`src/rtl/pipe_trace_pkg.sv`:
```
/*
 * Shared constants for the pipeline trace unit.
 * The stage count and the instruction width are fixed here. Id and cycle
 * widths are module parameters and are set by the top level.
 */

package pipe_trace_pkg;

    ////////////////////////////////////////////////////////////
    // Pipeline shape
    ////////////////////////////////////////////////////////////

    // Five-stage in-order CPU
    localparam int NUM_STAGES = 5;

    // Stage indices, also the slot order of the stamp vectors
    localparam int STG_FETCH   = 0;
    localparam int STG_DECODE  = 1;
    localparam int STG_EXECUTE = 2;
    localparam int STG_MEMORY  = 3;
    localparam int STG_WB      = 4;

    ////////////////////////////////////////////////////////////
    // Payload and counters
    ////////////////////////////////////////////////////////////

    // Instruction word as captured from the fetch port
    localparam int INSTR_W = 32;

    // Cycle counter value held during reset
    // All ones, so the first edge after release wraps it to 0
    localparam int CYCLE_RESET = -1;

endpackage

```
`src/rtl/trace_ifs.sv`:
```
/*
 * Internal buses of the trace unit.
 * stage_if carries per-stage occupancy from the tracker to the store.
 * record_if carries one completed record as a single-cycle pulse with no
 * ready signal; the receiver must always take or drop it.
 */


interface record_if #(
    parameter int ID_W    = 6,
    parameter int CYCLE_W = 16
);
    import pipe_trace_pkg::*;

    logic                               rec_valid;
    logic [ID_W-1:0]                    rec_id;
    logic [INSTR_W-1:0]                 rec_instr;
    // Stage-entry cycle per stage, indexed by STG_*
    logic [NUM_STAGES-1:0][CYCLE_W-1:0] rec_stamp;

    modport store   (output rec_valid, output rec_id, output rec_instr, output rec_stamp);
    modport emitter (input rec_valid, input rec_id, input rec_instr, input rec_stamp);

endinterface

```
`src/rtl/trace_emitter.sv`:
```
/*
 * Record queue with credit-based output. One beat per cycle while a credit
 * is held; an empty queue passes an arriving record straight through.
 * A record that finds the queue full with no pop that cycle is dropped and
 * counted. QUEUE_DEPTH must be at least 2; the host returns credits only.
 */

`timescale 1ns/100ps

module trace_emitter #(
    parameter int ID_W        = 6,
    parameter int CYCLE_W     = 16,
    parameter int QUEUE_DEPTH = 4,
    parameter int CREDITS     = 2
) (
    input  logic                               clk,
    input  logic                               rst,
    record_if.emitter                          rec,
    input  logic                               trace_credit,
    output logic                               trace_valid,
    output logic [ID_W-1:0]                    trace_id,
    output logic [pipe_trace_pkg::INSTR_W-1:0] trace_instr,
    output logic [CYCLE_W-1:0]                 trace_stamp_fetch,
    output logic [CYCLE_W-1:0]                 trace_stamp_decode,
    output logic [CYCLE_W-1:0]                 trace_stamp_execute,
    output logic [CYCLE_W-1:0]                 trace_stamp_memory,
    output logic [CYCLE_W-1:0]                 trace_stamp_wb,
    output logic [CYCLE_W-1:0]                 drop_count
);
    import pipe_trace_pkg::*;

    localparam int PTR_W  = $clog2(QUEUE_DEPTH);
    localparam int CNT_W  = $clog2(QUEUE_DEPTH + 1);
    localparam int CRED_W = $clog2(CREDITS + 1);

    logic [ID_W-1:0]                    q_id    [QUEUE_DEPTH];
    logic [INSTR_W-1:0]                 q_instr [QUEUE_DEPTH];
    logic [NUM_STAGES-1:0][CYCLE_W-1:0] q_stamp [QUEUE_DEPTH];
    logic [NUM_STAGES-1:0][CYCLE_W-1:0] out_stamp;

    logic [PTR_W-1:0]  rd_ptr;
    logic [PTR_W-1:0]  wr_ptr;
    logic [CNT_W-1:0]  count;
    logic [CRED_W-1:0] credit_cnt;
    logic can_send, pop, bypass, push, drop, beat;

    ////////////////////////////////////////////////////////////
    // Beat, push and drop decisions
    ////////////////////////////////////////////////////////////

    assign can_send = (credit_cnt != '0);
    assign pop      = can_send && (count != '0);
    assign bypass   = can_send && (count == '0) && rec.rec_valid;
    assign beat     = pop || bypass;
    // A pop in the same cycle frees the slot the new record needs
    assign push     = rec.rec_valid && !bypass && ((count != CNT_W'(QUEUE_DEPTH)) || pop);
    assign drop     = rec.rec_valid && !bypass && !push;

    always_ff @(posedge clk) begin
        if (!rst) begin
            rd_ptr      <= '0;
            wr_ptr      <= '0;
            count       <= '0;
            credit_cnt  <= CRED_W'(CREDITS);
            drop_count  <= '0;
            trace_valid <= 1'b0;
        end else begin
            if (push) begin
                wr_ptr <= (wr_ptr == PTR_W'(QUEUE_DEPTH - 1)) ? '0 : wr_ptr + 1'b1;
            end
            if (pop) begin
                rd_ptr <= (rd_ptr == PTR_W'(QUEUE_DEPTH - 1)) ? '0 : rd_ptr + 1'b1;
            end
            count       <= count + CNT_W'(push) - CNT_W'(pop);
            credit_cnt  <= credit_cnt + CRED_W'(trace_credit) - CRED_W'(beat);
            drop_count  <= drop_count + CYCLE_W'(drop);
            trace_valid <= beat;
        end
    end

    ////////////////////////////////////////////////////////////
    // Queue storage and output registers
    ////////////////////////////////////////////////////////////

    always_ff @(posedge clk) begin
        if (push) begin
            q_id[wr_ptr]    <= rec.rec_id;
            q_instr[wr_ptr] <= rec.rec_instr;
            q_stamp[wr_ptr] <= rec.rec_stamp;
        end
        if (pop) begin
            trace_id    <= q_id[rd_ptr];
            trace_instr <= q_instr[rd_ptr];
            out_stamp   <= q_stamp[rd_ptr];
        end else if (bypass) begin
            trace_id    <= rec.rec_id;
            trace_instr <= rec.rec_instr;
            out_stamp   <= rec.rec_stamp;
        end
    end

    assign trace_stamp_fetch   = out_stamp[STG_FETCH];
    assign trace_stamp_decode  = out_stamp[STG_DECODE];
    assign trace_stamp_execute = out_stamp[STG_EXECUTE];
    assign trace_stamp_memory  = out_stamp[STG_MEMORY];
    assign trace_stamp_wb      = out_stamp[STG_WB];

endmodule

```
`src/flat_wrapper.sv`:
```
// flat-port wrapper written by rule: the top's interface ports become plain ports
module trace_emitter_flat import pipe_trace_pkg::*;
#(
    parameter int ID_W        = 6,
    parameter int CYCLE_W     = 16,
    parameter int QUEUE_DEPTH = 4,
    parameter int CREDITS     = 2
)
  (clk, rst, trace_credit, trace_valid, trace_id, trace_instr, trace_stamp_fetch, trace_stamp_decode, trace_stamp_execute, trace_stamp_memory, trace_stamp_wb, drop_count, rec_rec_valid, rec_rec_id, rec_rec_instr, rec_rec_stamp);
  record_if #(.ID_W(ID_W), .CYCLE_W(CYCLE_W)) rec_i ();
  input  logic clk;
  input  logic rst;
  input  logic trace_credit;
  output logic trace_valid;
  output logic [ID_W-1:0] trace_id;
  output logic [pipe_trace_pkg::INSTR_W-1:0] trace_instr;
  output logic [CYCLE_W-1:0] trace_stamp_fetch;
  output logic [CYCLE_W-1:0] trace_stamp_decode;
  output logic [CYCLE_W-1:0] trace_stamp_execute;
  output logic [CYCLE_W-1:0] trace_stamp_memory;
  output logic [CYCLE_W-1:0] trace_stamp_wb;
  output logic [CYCLE_W-1:0] drop_count;
  input wire logic [$bits(rec_i.rec_valid)-1:0] rec_rec_valid;
  input wire logic [$bits(rec_i.rec_id)-1:0] rec_rec_id;
  input wire logic [$bits(rec_i.rec_instr)-1:0] rec_rec_instr;
  input wire logic [$bits(rec_i.rec_stamp)-1:0] rec_rec_stamp;
  assign rec_i.rec_valid = rec_rec_valid;
  assign rec_i.rec_id = rec_rec_id;
  assign rec_i.rec_instr = rec_rec_instr;
  assign rec_i.rec_stamp = rec_rec_stamp;
  trace_emitter #(.ID_W(ID_W), .CYCLE_W(CYCLE_W), .QUEUE_DEPTH(QUEUE_DEPTH), .CREDITS(CREDITS)) u_core (.clk(clk), .rst(rst), .rec(rec_i), .trace_credit(trace_credit), .trace_valid(trace_valid), .trace_id(trace_id), .trace_instr(trace_instr), .trace_stamp_fetch(trace_stamp_fetch), .trace_stamp_decode(trace_stamp_decode), .trace_stamp_execute(trace_stamp_execute), .trace_stamp_memory(trace_stamp_memory), .trace_stamp_wb(trace_stamp_wb), .drop_count(drop_count));
endmodule
```
`config.mk`:
```
export PLATFORM = sky130hd
export DESIGN_NAME = trace_emitter_flat
export DESIGN_NICKNAME = d
export VERILOG_FILES = /design/src/rtl/pipe_trace_pkg.sv /design/src/rtl/trace_ifs.sv /design/src/rtl/trace_emitter.sv /design/src/flat_wrapper.sv
export SDC_FILE = /design/constraint.sdc
export NUM_CORES = 1
export LEC_CHECK = 0
export BUFFER_PORTS_ARGS = -buffer_cell sky130_fd_sc_hd__clkbuf_2
export CELL_PAD_IN_SITES_DETAIL_PLACEMENT = 1
export CELL_PAD_IN_SITES_GLOBAL_PLACEMENT = 1
export CORE_ASPECT_RATIO = 1.2
export CORE_MARGIN = 2
export CORE_UTILIZATION = 46
export DETAILED_ROUTE_END_ITERATION = 12
export GPL_TIMING_DRIVEN = 0
export HOLD_SLACK_MARGIN = 0.06
export PLACE_DENSITY_LB_ADDON = 0.1
export SETUP_SLACK_MARGIN = 0.1
export SYNTH_ARGS = -nofsm -noshare
export SYNTH_HDL_FRONTEND = slang
export SYNTH_SLANG_ARGS = --single-unit
```
`constraint.sdc`:
```
create_clock -name clk -period 9.4 [get_ports clk]
set_input_delay 2.35 -clock clk [delete_from_list [all_inputs] [get_ports clk]]
set_output_delay 2.35 -clock clk [all_outputs]
set_load 0.02 [all_outputs]
```
==> results.md <==
- Run status: completed
- Slew margin rel.: a little over half
- Power Dens Cells: 329 mW/mm2
- Routed vias/inst: 5.34
- Main combinational cell family by area after synthesis: multiplexers
- Vias in the first global route: roughly 12k
- Chip height: roughly 250 um
- Placeable core area: about 0.05 mm2
- XOR/XNOR Fraction of Synth Area: 0.601%
- Clk sinks: 618
- Worst setup SP type: input pin
- Most common cell in the netlist: edfxtp_1
- Port bufs: roughly 260
- 1st-iter DRT viols: between 600 and 700
- Ys flop type: edfxtp_1
- Pin count of the biggest net entering global routing: 53
- Syn_area_per_cell: 23.1 um2
- Pins Over Slew Limit: 0
- Crit-path slowest cell: and4_1
- Crit path cell chain: clkbuf_2, nand2_1, nor4_1, ha_1, ha_1, and4_1, nand4_1, xor2_1, nor2_1
- Overflow left after global routing: 0
- Routed via count: 10.9k
- Initial antenna violation count: 5
- Final instance area: about 0.028 mm2
- CTS tree: yes
- # fillers: roughly 4.4k
- Maximum clock frequency: approximately 270 MHz
- Syn Nets: about 1.1k
- Postcts setup bufs: 0
- Layout overhead on the synthesized area: 19.5%
- Final GP Congestion: approximately 0.71
- CP Buf/Inv Count: 1
- Die area: 0.0525 mm2
- Maximum VDD drop: about 250 uV
- Fin. Hold Viols: 0
- Final ANT Viol Nets: 0
- Longest Clk Path Bufs: 3
- Clock-pin slew on the worst setup and hold paths: about 0.06 ns
- Area of the multi-input gates: about 0.0047 mm2
- Later-pin clock latency in the skew report: slightly above 0.6 ns
- Inserted Clock Buffers: 59
- Number of library cell types mapped by synthesis: 32
- Placed cell area: 0.0257 mm2
- Post-synth ARST share: 0%
- Detailed Place HPWL: just over 30 mm
- Routed WL: between 40 and 50 mm
- Post-layout min period: roughly 3.7 ns
- RSZ-0062 raised after global routing: no
- TritonRoute pass-1 iters: 5
- Leakage power: approximately 0.0096 uW
- Root Driver: clkbuf_16
- Drt wl/cell: approximately 24 um
- Initial core utilization: 46.4%
- Post-Syn Instances: 1009
- H-Tree Depth: 2
- Cell mode on critical path: ha_1
- Worst hold path class: flop to flop
- Delay-heaviest family, CP: simple AND/OR/NAND/NOR gates
- Crit-path max FO: 5
- Number of max-cap violations: 0
- Synth Register Bits: between 600 and 700
- IO Pins: about 260
- Cell Rows: 90
- Post-synthesis sequential area ratio: about four fifths
- Die Span X: 209 um
- WS Path Type: input pin to flop
- Mux cell area share after synthesis: between 15 and 20%
- GRT Overall Usage: between 10% and 20%
- Synthesized-area fraction occupied by adder cells: less than 1%
- Layout cell share with drive strength beyond 1: 45.8%
- CP peak stage delay: roughly 0.35 ns
- Top post-synthesis cells by area: edfxtp_1 76%, mux4_2 11%, mux2_2 5.2%
- Final period utilization: around two fifths
- Layout Nets: about 1.5k
- Arr. time, crit path: 4.15 ns
- Synth area leader: edfxtp_1
- Synthesized cell area: 0.0233 mm2
- Post-synth EDFFs: 590
- Final setup violation count: 0
- Top-area cell type share of the netlist area: between 70% and 80%
- Tightest Pin Transition: about 0.7 ns
- PostCTS Resize Cnt: 0
- Number of remaining DRC errors: 0
- Yosys synthesis warning count: 0
- Post-CTS Hold Buffers: 0
- Post-Route Skew: about 0.025 ns
- Global-route wire length before repair: 75.3 mm
- Register Area: approximately 0.018 mm2
- Synth Area in Compound Gates: 0.199%
- Final hold slack: around 0.5 ns
- Synth top cells by count: 590 x edfxtp_1, 118 x mux4_2, 108 x mux2_2
- Required @ worst endpoint: between 9 and 10 ns
- Post-synthesis simple-gate area fraction: about 1.4%
- CP endpoint kind: flop
metal layers:
metal | wire [um] | up-vias | global-route usage [%]
li1 | - | 4861 | -
met1 | 20200 | 5706 | 24.8
met2 | 25500 | 229 | 33.3
met3 | 2720 | 75 | 4.60
met4 | 1000 | 8 | 4.96
met5 | 57 | - | 0
tightest hold or removal path: cells and delay by family, from the launching register on:
kind	cells	cell delay, ns
simple gates	1	0.06
compound gates	1	0.07
flops	1	0.31
sequential cells by signal, summed over array words and instances, names as in the netlist, 3 cells and up, named ones only:
signal                      flops
u_core.trace_instr             32
u_core.trace_stamp_wb          16
u_core.q_id                    24
u_core.q_instr                128
u_core.count                    3
u_core.q_stamp                320
u_core.drop_count              16
u_core.trace_stamp_memory      16
u_core.trace_stamp_fetch       16
u_core.trace_id                 6
u_core.trace_stamp_execute     16
u_core.trace_stamp_decode      16
worst paths after layout:
kind	startpoint	end	slack (ns)	cells past startpoint
max	rec_rec_valid	u_core.drop_count[14]	5.72	9
min	u_core.rd_ptr[1]	u_core.rd_ptr[1]	0.50	2
max reg2reg	u_core.count[1]	u_core.drop_count[14]	6.90	8
min reg2reg	u_core.rd_ptr[1]	u_core.rd_ptr[1]	0.50	2
through the flow:
step	util [%]	setup TNS [ns]	instances	setup slack (ns)	total power [uW]
detailed placement	51.3	0	1922	5.06	6740
CTS	55.4	0	2034	5.73	9320
global placement	50.6	-390.81	1909	-4.50	6730
global route	55.4	0	2035	5.47	9590
floorplan	-	0	1009	0.520	5820
finish	55.4	0	2036	5.72	9150
kinds of logic (layout without fill, tap and decap cells):
kind of cell	Yosys count	after routing
muxes	238	238
DFF	618	618
adders and majority gates	13	13
xor gates and xnor gates	16	16
other	0	2
and+or+nand+nor	62	62
buffers and inverters	54	435
AOI/OAI and AO/OA	8	8
where the power goes:
part	switching [uW]	leakage (uW)	internal (uW)
Sequential	160	0.00570	3760
Clock	1020	0.00101	1520
Combinational	1500	0.00286	1180
Total	2690	0.00957	6470
area by class of cell:
class	count	share of cell area [%]
Timing Repair Buffer	269	5.81
Clock inverter	46	2.05
Tap cell	644	2.89
Inverter	10	0.135
Sequential cell	618	65.6
Buffer	44	0.962
Antenna cell	2	0.0180
Clock buffer	66	5.47
Multi-Input combinational cell	337	17.0
placed cells by master, fill, tap and decap left out, drive strengths merged, types with 3 or more instances in the layout:
cell / n
mux4: 118
clkinv: 26
clkinvlp: 6
and4: 4
and2: 10
inv: 11
bufinv: 13
nand2: 8
xnor2: 4
nor2: 18
nand3: 6
nor3: 4
or3: 3
a21oi: 4
clkbuf: 335
dfxtp: 28
xor2: 12
mux2: 118
edfxtp: 590
nand4: 6
buf: 44
ha: 12
Note: power is estimated with default switching activity, not from simulation.
