File: src/rtl/pipe_trace_pkg.sv
/*
 * Shared constants for the pipeline trace unit.
 * The stage count and the instruction width are fixed here. Id and cycle
 * widths are module parameters and are set by the top level.
 */

package pipe_trace_pkg;

    ////////////////////////////////////////////////////////////
    // Pipeline shape
    ////////////////////////////////////////////////////////////

    // Five-stage in-order CPU
    localparam int NUM_STAGES = 5;

    // Stage indices, also the slot order of the stamp vectors
    localparam int STG_FETCH   = 0;
    localparam int STG_DECODE  = 1;
    localparam int STG_EXECUTE = 2;
    localparam int STG_MEMORY  = 3;
    localparam int STG_WB      = 4;

    ////////////////////////////////////////////////////////////
    // Payload and counters
    ////////////////////////////////////////////////////////////

    // Instruction word as captured from the fetch port
    localparam int INSTR_W = 32;

    // Cycle counter value held during reset
    // All ones, so the first edge after release wraps it to 0
    localparam int CYCLE_RESET = -1;

endpackage

File: src/rtl/trace_ifs.sv
/*
 * Internal buses of the trace unit.
 * stage_if carries per-stage occupancy from the tracker to the store.
 * record_if carries one completed record as a single-cycle pulse with no
 * ready signal; the receiver must always take or drop it.
 */

`timescale 1ns/100ps

interface stage_if #(
    parameter int ID_W    = 6,
    parameter int CYCLE_W = 16
);
    import pipe_trace_pkg::*;

    // One bit or one id per stage, indexed by STG_*
    logic [NUM_STAGES-1:0]           valid;
    logic [NUM_STAGES-1:0][ID_W-1:0] id;
    // High on the first cycle an instruction occupies the stage
    logic [NUM_STAGES-1:0]           enter;
    logic [CYCLE_W-1:0]              cycle;

    modport tracker (output valid, output id, output enter, output cycle);
    modport store   (input valid, input id, input enter, input cycle);

endinterface


File: src/rtl/stage_tracker.sv
/*
 * Follows sequence ids through fetch, decode, execute, memory and writeback.
 * A stall freezes every stage and ignores the fetch input. A flush, honoured
 * only without a stall, empties fetch and decode and discards the new fetch.
 * Ids count every accepted fetch, flushed or not, and wrap at 2**ID_W.
 */

`timescale 1ns/100ps

module stage_tracker #(
    parameter int ID_W    = 6,
    parameter int CYCLE_W = 16
) (
    input  logic     clk,
    input  logic     rst,
    input  logic     fetch_valid,
    input  logic     stall,
    input  logic     flush,
    stage_if.tracker stg
);
    import pipe_trace_pkg::*;

    logic [ID_W-1:0]       next_id;
    logic [NUM_STAGES-1:0] valid_nxt;

    ////////////////////////////////////////////////////////////
    // Occupancy for the next cycle, assuming no stall
    ////////////////////////////////////////////////////////////

    always_comb begin
        valid_nxt[STG_FETCH] = fetch_valid;
        for (int s = 1; s < NUM_STAGES; s++) begin
            valid_nxt[s] = stg.valid[s-1];
        end
        // Fetch and decode entries are dropped rather than moved on
        if (flush) begin
            valid_nxt[STG_FETCH]   = 1'b0;
            valid_nxt[STG_DECODE]  = 1'b0;
            valid_nxt[STG_EXECUTE] = 1'b0;
        end
    end

    ////////////////////////////////////////////////////////////
    // Control state
    ////////////////////////////////////////////////////////////

    always_ff @(posedge clk) begin
        if (!rst) begin
            stg.valid <= '0;
            stg.enter <= '0;
            stg.cycle <= CYCLE_W'(CYCLE_RESET);
            next_id   <= '0;
        end else begin
            // Free running, stalls do not hold it
            stg.cycle <= stg.cycle + 1'b1;
            if (!stall) begin
                stg.valid <= valid_nxt;
                stg.enter <= valid_nxt;
                if (fetch_valid) begin
                    next_id <= next_id + 1'b1;
                end
            end else begin
                stg.enter <= '0;
            end
        end
    end

    // Id shift register, only meaningful where valid is set
    always_ff @(posedge clk) begin
        if (!stall) begin
            stg.id[STG_FETCH] <= next_id;
            for (int s = 1; s < NUM_STAGES; s++) begin
                stg.id[s] <= stg.id[s-1];
            end
        end
    end

endmodule

File: src/flat_wrapper.sv
// flat-port wrapper written by rule: the top's interface ports become plain ports
module stage_tracker_flat import pipe_trace_pkg::*;
#(
    parameter int ID_W    = 6,
    parameter int CYCLE_W = 16
)
  (clk, rst, fetch_valid, stall, flush, stg_valid, stg_id, stg_enter, stg_cycle);
  stage_if #(.ID_W(ID_W), .CYCLE_W(CYCLE_W)) stg_i ();
  input  logic clk;
  input  logic rst;
  input  logic fetch_valid;
  input  logic stall;
  input  logic flush;
  output wire logic [$bits(stg_i.valid)-1:0] stg_valid;
  output wire logic [$bits(stg_i.id)-1:0] stg_id;
  output wire logic [$bits(stg_i.enter)-1:0] stg_enter;
  output wire logic [$bits(stg_i.cycle)-1:0] stg_cycle;
  assign stg_valid = stg_i.valid;
  assign stg_id = stg_i.id;
  assign stg_enter = stg_i.enter;
  assign stg_cycle = stg_i.cycle;
  stage_tracker #(.ID_W(ID_W), .CYCLE_W(CYCLE_W)) u_core (.clk(clk), .rst(rst), .fetch_valid(fetch_valid), .stall(stall), .flush(flush), .stg(stg_i));
endmodule
File: config.mk
export PLATFORM = sky130hd
export DESIGN_NAME = stage_tracker_flat
export DESIGN_NICKNAME = d
export VERILOG_FILES = /design/src/rtl/pipe_trace_pkg.sv /design/src/rtl/trace_ifs.sv /design/src/rtl/stage_tracker.sv /design/src/flat_wrapper.sv
export SDC_FILE = /design/constraint.sdc
export NUM_CORES = 1
export LEC_CHECK = 0
export BUFFER_PORTS_ARGS = -buffer_cell sky130_fd_sc_hd__buf_2
export CAP_MARGIN = 0
export CORE_MARGIN = 4
export CORE_UTILIZATION = 55
export CTS_BUF_LIST = sky130_fd_sc_hd__clkbuf_16
export DETAILED_ROUTE_END_ITERATION = 12
export HOLD_SLACK_MARGIN = 0.05
export PLACE_DENSITY = 0.83
export SLEW_MARGIN = 20
export SYNTH_ARGS = -nofsm -noshare
export SYNTH_HDL_FRONTEND = slang
export SYNTH_SLANG_ARGS = --single-unit
File: constraint.sdc
create_clock -name clk -period 2.45 [get_ports clk]
set_input_delay 0.3675 -clock clk [delete_from_list [all_inputs] [get_ports clk]]
set_output_delay 0.3675 -clock clk [all_outputs]
set_load 0.01 [all_outputs]
==> results.yml, run 1 <==
sta:
  slew_headroom_pct: 58.4
  tightest_slew_ns: 0.624
  min_period_ns: 1.68
  rsz0062_at_grt: "false"
  report.final.slew_viol_count: 0
  post-route-period-util_pct: 68.6
  setup_violations: 0
  hold_slack_ns: 0.315
  max_freq_mhz: 595
  finClkSkew_ns: 0.00595
  fin_setup_tns_ns: 0
  hold_violations: 0
final_layout:
  fin_nets: 242
  seqCellArea_mm2: 0.00154
  final_common_cell: "buf_2"
  stdcell_area_mm2: 0.00281
  utilization_pct: 74.5
  multiInputGateArea_um2: 619
  n_antenna_cell: 0
  n_fill_cell: 251
  final_cells: 288
  drive_gt1_share_pct: 31.3
  syn_to_final_growth_pct: 27.6
  final_cell_mix: "60 x buf_2, 32 x dfxtp_1, 30 x edfxtp_1"
setup_path:
  crit_buf_inv: 0
  r2r_cells: 4
  path_cells: "ha_1 > nand4_2 > nor4_1 > mux2_1"
  path_class: "reg2reg"
  worstPathMaxFanout: 7
  path_depth: 4
  arrival_ns: 1.89
  cpMaxStageDelayCell: "dfxtp_1"
  r2r_slack_ns: 0.77
  critical_path.top_delay_family: "simple AND/OR/NAND/NOR gates"
  critPathCaptureType: "register"
  r2r-end: "u_core.stg.cycle[14]"
  slowest_delay_ns: 0.40
  r2r_start: "u_core.stg.cycle[0]"
  cp-start-kind: "register"
  crit_required_ns: 2.66
placement:
  port_buffers: 60
  placed_area_mm2: 0.00253
  gp_routability_congestion: 0.795
  dp_hpwl_um: 2820
  placed_cells: 272
synth:
  netlist_area_mm2: 0.00220
  synth_top_area_share_pct: 40.9
  ys_types: 33
  synth_nets: 177
  synthCells: 170
  synth_top_family_by_area: "simple AND/OR/NAND/NOR gates"
  synth-seq-area-share_pct: 70.0
  synth-simple-area-share_pct: 17.5
  synth.area.mux_share_pct: 2.90
  yosysWarnings: 0
  synth_compound_area_share_pct: 4.60
  avgSynthCellArea_um2: 13.0
  yosysTopAreaCell: "edfxtp_1"
  ys_ff_latch: 62
  synth_xor_area_share_pct: 1.99
  synthAdderAreaFrac_pct: 1.14
  synth.area.top_cells: "edfxtp_1 41%, dfxtp_1 29%, nand3_1 2.7%"
clock_tree:
  ctsResizeCount: 0
  postCtsSetupRepairBufs: 0
  cts_hold_buf: 0
  numCtsBuffers: 9
  clock_sinks: 62
  path_clk_slew_ns: 0.05
  clk_path_buf_depth: 2
  cts_root_buf: "clkbuf_16"
  cts_tree: "done"
  clkLatencyLatePin_ns: 0.32
  h-tree-depth: 3
min_path:
  worstHoldEndpoint: "u_core.stg.enter[0]"
  hold-path-cell-count: 2
  min_path_type: "in2reg"
  worstHoldStart: "fetch_valid"
route:
  num_vias: 1575
  wl_um: 4370
  wl_per_cell_um: 15.2
  postRouteAntennaNets: 0
  dr.pass1.iters: 4
  drtIter0Drc: 85
  viasPerCell: 5.47
  drc_errors: 0
power:
  p_leak_nw: 1.19
  ir_drop_mv: 0.551
  p_per_area_mw_per_mm2: 1010
global_route:
  grt_max_degree: 33
  grt_pass1_vias: 1530
  grt_overflow_total: 0
  grt_usage_pct: 18.2
  grt_pass1_wl_um: 7050
  antenna_found_initial: 0
run:
  cap_violations: 0
floorplanning:
  die_y_um: 71.3
  io_pins: 61
  core_mm2: 0.00377
  die_x_um: 71.3
  initial_core_util_pct: 58.4
  rows: 22
  dieArea_mm2: 0.00508
run_status:
  outcome: "complete, no violations"
kinds of logic after synthesis:
| group | Yosys count |
|---|---|
| flops | 62 |
| compound gates | 17 |
| mux | 6 |
| xor+xnor | 5 |
| fa+ha+maj | 2 |
| buf+inv | 9 |
| simple gates | 69 |
sequential cells by signal, indices dropped and copies added (netlist names):
register,cells
u_core.next_id,6
u_core.stg.id,30
u_core.stg.valid,5
u_core.stg.enter,5
u_core.stg.cycle,16
area by class of cell:
cell class,count,area share [%]
Tap cell,48,2.14
Clock inverter,7,1.87
Timing Repair Buffer,60,10.7
Inverter,3,0.401
Sequential cell,62,54.9
Multi-Input combinational cell,99,22.0
Clock buffer,9,8.01
metrics by stage:
| stage | setup slack [ns] | total power, W |
|---|---|---|
| after floorplan | 0.862 | 0.00155 |
| after global placement | 0.867 | 0.00168 |
| after detailed placement | 0.797 | 0.00170 |
| after CTS | 0.757 | 0.00287 |
| after global routing | 0.673 | 0.00298 |
| final | 0.769 | 0.00285 |
synth_stat cells:
cell type,number
nand4_2,2
or3_1,7
o31a_1,1
nor3_1,1
nand4_1,3
nor4_1,4
o21ai_1,3
nor3b_1,2
ha_1,2
xor2_1,4
inv_2,2
dfxtp_1,32
a21oi_1,5
nand2b_1,5
or4_1,4
o21ai_0,3
mux2i_1,3
xnor2_1,1
o31ai_1,4
buf_4,2
mux2_1,3
clkbuf_1,3
and3_1,2
nand3_2,1
edfxtp_1,30
a22oi_1,1
nor2_1,9
nand3b_1,1
and2_1,3
nand3_1,12
buf_1,1
inv_1,1
nand2_1,13
where the power goes:
part           internal [W]  leakage, nW  total, W  switching (W)
clock              0.000762        0.146   0.00115       0.000392
sequential          0.00118        0.561   0.00128      0.0000986
combinational      0.000169        0.488  0.000416       0.000247
total               0.00211         1.19   0.00285       0.000737
worst max-delay path by stage:
stage | to | slack, ns | startpoint
floorplan | u_core.stg.cycle[14] | 0.86 | u_core.stg.cycle[0]
global placement | u_core.stg.cycle[14] | 0.87 | u_core.stg.cycle[0]
detailed placement | u_core.stg.cycle[14] | 0.80 | u_core.stg.cycle[0]
CTS | u_core.stg.cycle[14] | 0.76 | u_core.stg.cycle[1]
global route | u_core.stg.cycle[14] | 0.67 | u_core.stg.cycle[1]
finish | u_core.stg.cycle[14] | 0.77 | u_core.stg.cycle[0]
routing by layer:
| layer | vias to the layer above | share of wire (%) | GRT usage (%) |
|---|---|---|---|
| li1 | 757 | - | - |
| met2 | 53 | 49 | 28.7 |
| met3 | 9 | 8.0 | 6.45 |
| met5 | - | 0 | 0 |
| met4 | 0 | 2.3 | 12.3 |
| met1 | 756 | 40 | 20.7 |
(Power assumes the default switching activity.)
==> run 2: changes to the inputs <==
Settings changed: CORE_UTILIZATION 55 to 51, PLACE_DENSITY 0.83 to 0.78.
Clock period 2.45 ns to 1.7 ns, I/O delays scaled along.
==> results.yml, run 2 (synthesis gave the netlist of run 1 again) <==
floorplanning:
  dieArea_mm2: 0.00543
  core_mm2: 0.00409
  initial_core_util_pct: 53.9
  io_pins: 61
  die_y_um: 73.7
  rows: 23
  die_x_um: 73.7
global_route:
  grt_overflow_total: 0
  grt_max_degree: 21
  grt_usage_pct: 16.9
  grt_pass1_vias: 1478
  grt_pass1_wl_um: 6730
  antenna_found_initial: 0
sta:
  fin_setup_tns_ns: 0
  slew_headroom_pct: 81.1
  post-route-period-util_pct: 93.9
  hold_violations: 0
  min_period_ns: 1.60
  tightest_slew_ns: 0.282
  finClkSkew_ns: 0.00710
  max_freq_mhz: 626
  hold_slack_ns: 0.204
  rsz0062_at_grt: "false"
  setup_violations: 0
  report.final.slew_viol_count: 0
final_layout:
  top_register: "u_core.stg.id"
  fin_nets: 248
  n_fill_cell: 298
  largest_reg_flops: 30
  top_regs: "u_core.stg.id (30), u_core.stg.cycle (16), u_core.next_id (6)"
  syn_to_final_growth_pct: 31.4
  multiInputGateArea_um2: 634
  final_common_cell: "buf_2"
  final_cells: 296
  seqCellArea_mm2: 0.00154
  final_cell_mix: "60 x buf_2, 32 x dfxtp_1, 30 x edfxtp_1"
  drive_gt1_share_pct: 35.4
  n_antenna_cell: 0
route:
  dr.pass1.iters: 4
  viasPerCell: 5.19
  drc_errors: 0
  wl_per_cell_um: 14.1
  postRouteAntennaNets: 0
  drtIter0Drc: 62
  wl_um: 4190
  num_vias: 1535
setup_path:
  arrival_ns: 1.79
  critPathCaptureType: "register"
  worstPathMaxFanout: 7
  crit_required_ns: 1.90
  cp-start-kind: "register"
  path_class: "reg2reg"
clock_tree:
  h-tree-depth: 3
  postCtsSetupRepairBufs: 0
  clkLatencyLatePin_ns: 0.32
  cts_root_buf: "clkbuf_16"
  cts_tree: "done"
  numCtsBuffers: 9
  path_clk_slew_ns: 0.05
  clock_sinks: 62
  cts_hold_buf: 0
  clk_path_buf_depth: 2
placement:
  port_buffers: 60
  gp_routability_congestion: 0.770
  placed_cells: 280
  dp_hpwl_um: 2980
power:
  p_per_area_mw_per_mm2: 1440
  ir_drop_mv: 0.777
  p_leak_nw: 1.23
run:
  cap_violations: 0
run_status:
  outcome: "complete, no violations"
min_path:
  min_path_type: "in2reg"
[run 2: critical path: stages, from the launching register on]
cell     delay, ns
dfxtp_1       0.38
ha_2          0.25
nand4_2       0.20
nor4_2        0.30
mux2_1        0.35
[run 2: repair_timing]
action,CTS,global route
resized for setup,0,3
endpoints found under the setup margin,0,2
endpoints found under the hold margin,0,0
[run 2: per-stage QoR]
| step | utilization, % | power (W) | instance area [µm²] | setup slack [ns] |
|---|---|---|---|---|
| after CTS | 70.4 | 0.00420 | 2880 | 0.0265 |
| after detailed placement | 63.4 | 0.00249 | 2590 | 0.0455 |
| after floorplan | - | 0.00223 | 2200 | 0.112 |
| after global placement | 63.4 | 0.00246 | 2590 | 0.142 |
| after global routing | 70.8 | 0.00438 | 2890 | 0.00647 |
| final | 70.8 | 0.00417 | 2890 | 0.103 |
[run 2: final cells by class]
class	instances	share of cell area (%)
flip-flops and latches	62	53.3
multi-input cells	99	21.9
repair buffers	66	12.4
clock buffers	9	7.79
well taps	50	2.16
clock inverters	7	2.08
inverters	3	0.389
[run 2: per-layer routing]
metal | global-route usage, % | vias up | share of wire, %
li1 | - | 768 | -
met1 | 18.9 | 707 | 42
met2 | 26.7 | 54 | 49
met3 | 7.52 | 6 | 8.0
met4 | 9.46 | 0 | 1.3
met5 | 0 | - | 0
[run 2: power by group]
group          total, W  switching (W)  internal [W]  leakage, nW
sequential      0.00185       0.000143       0.00170        0.561
combinational  0.000631       0.000356      0.000274        0.521
clock           0.00169       0.000583       0.00111        0.149
total           0.00417        0.00108       0.00309         1.23
[run 2: final timing paths]
kind	slack (ns)	from	end	cells past startpoint
max	0.10	u_core.stg.cycle[1]	u_core.stg.cycle[14]	4
min	0.20	fetch_valid	u_core.stg.enter[0]	2
max reg2reg	0.10	u_core.stg.cycle[1]	u_core.stg.cycle[14]	4
min reg2reg	0.43	u_core.stg.id[4]	u_core.stg.id[10]	0
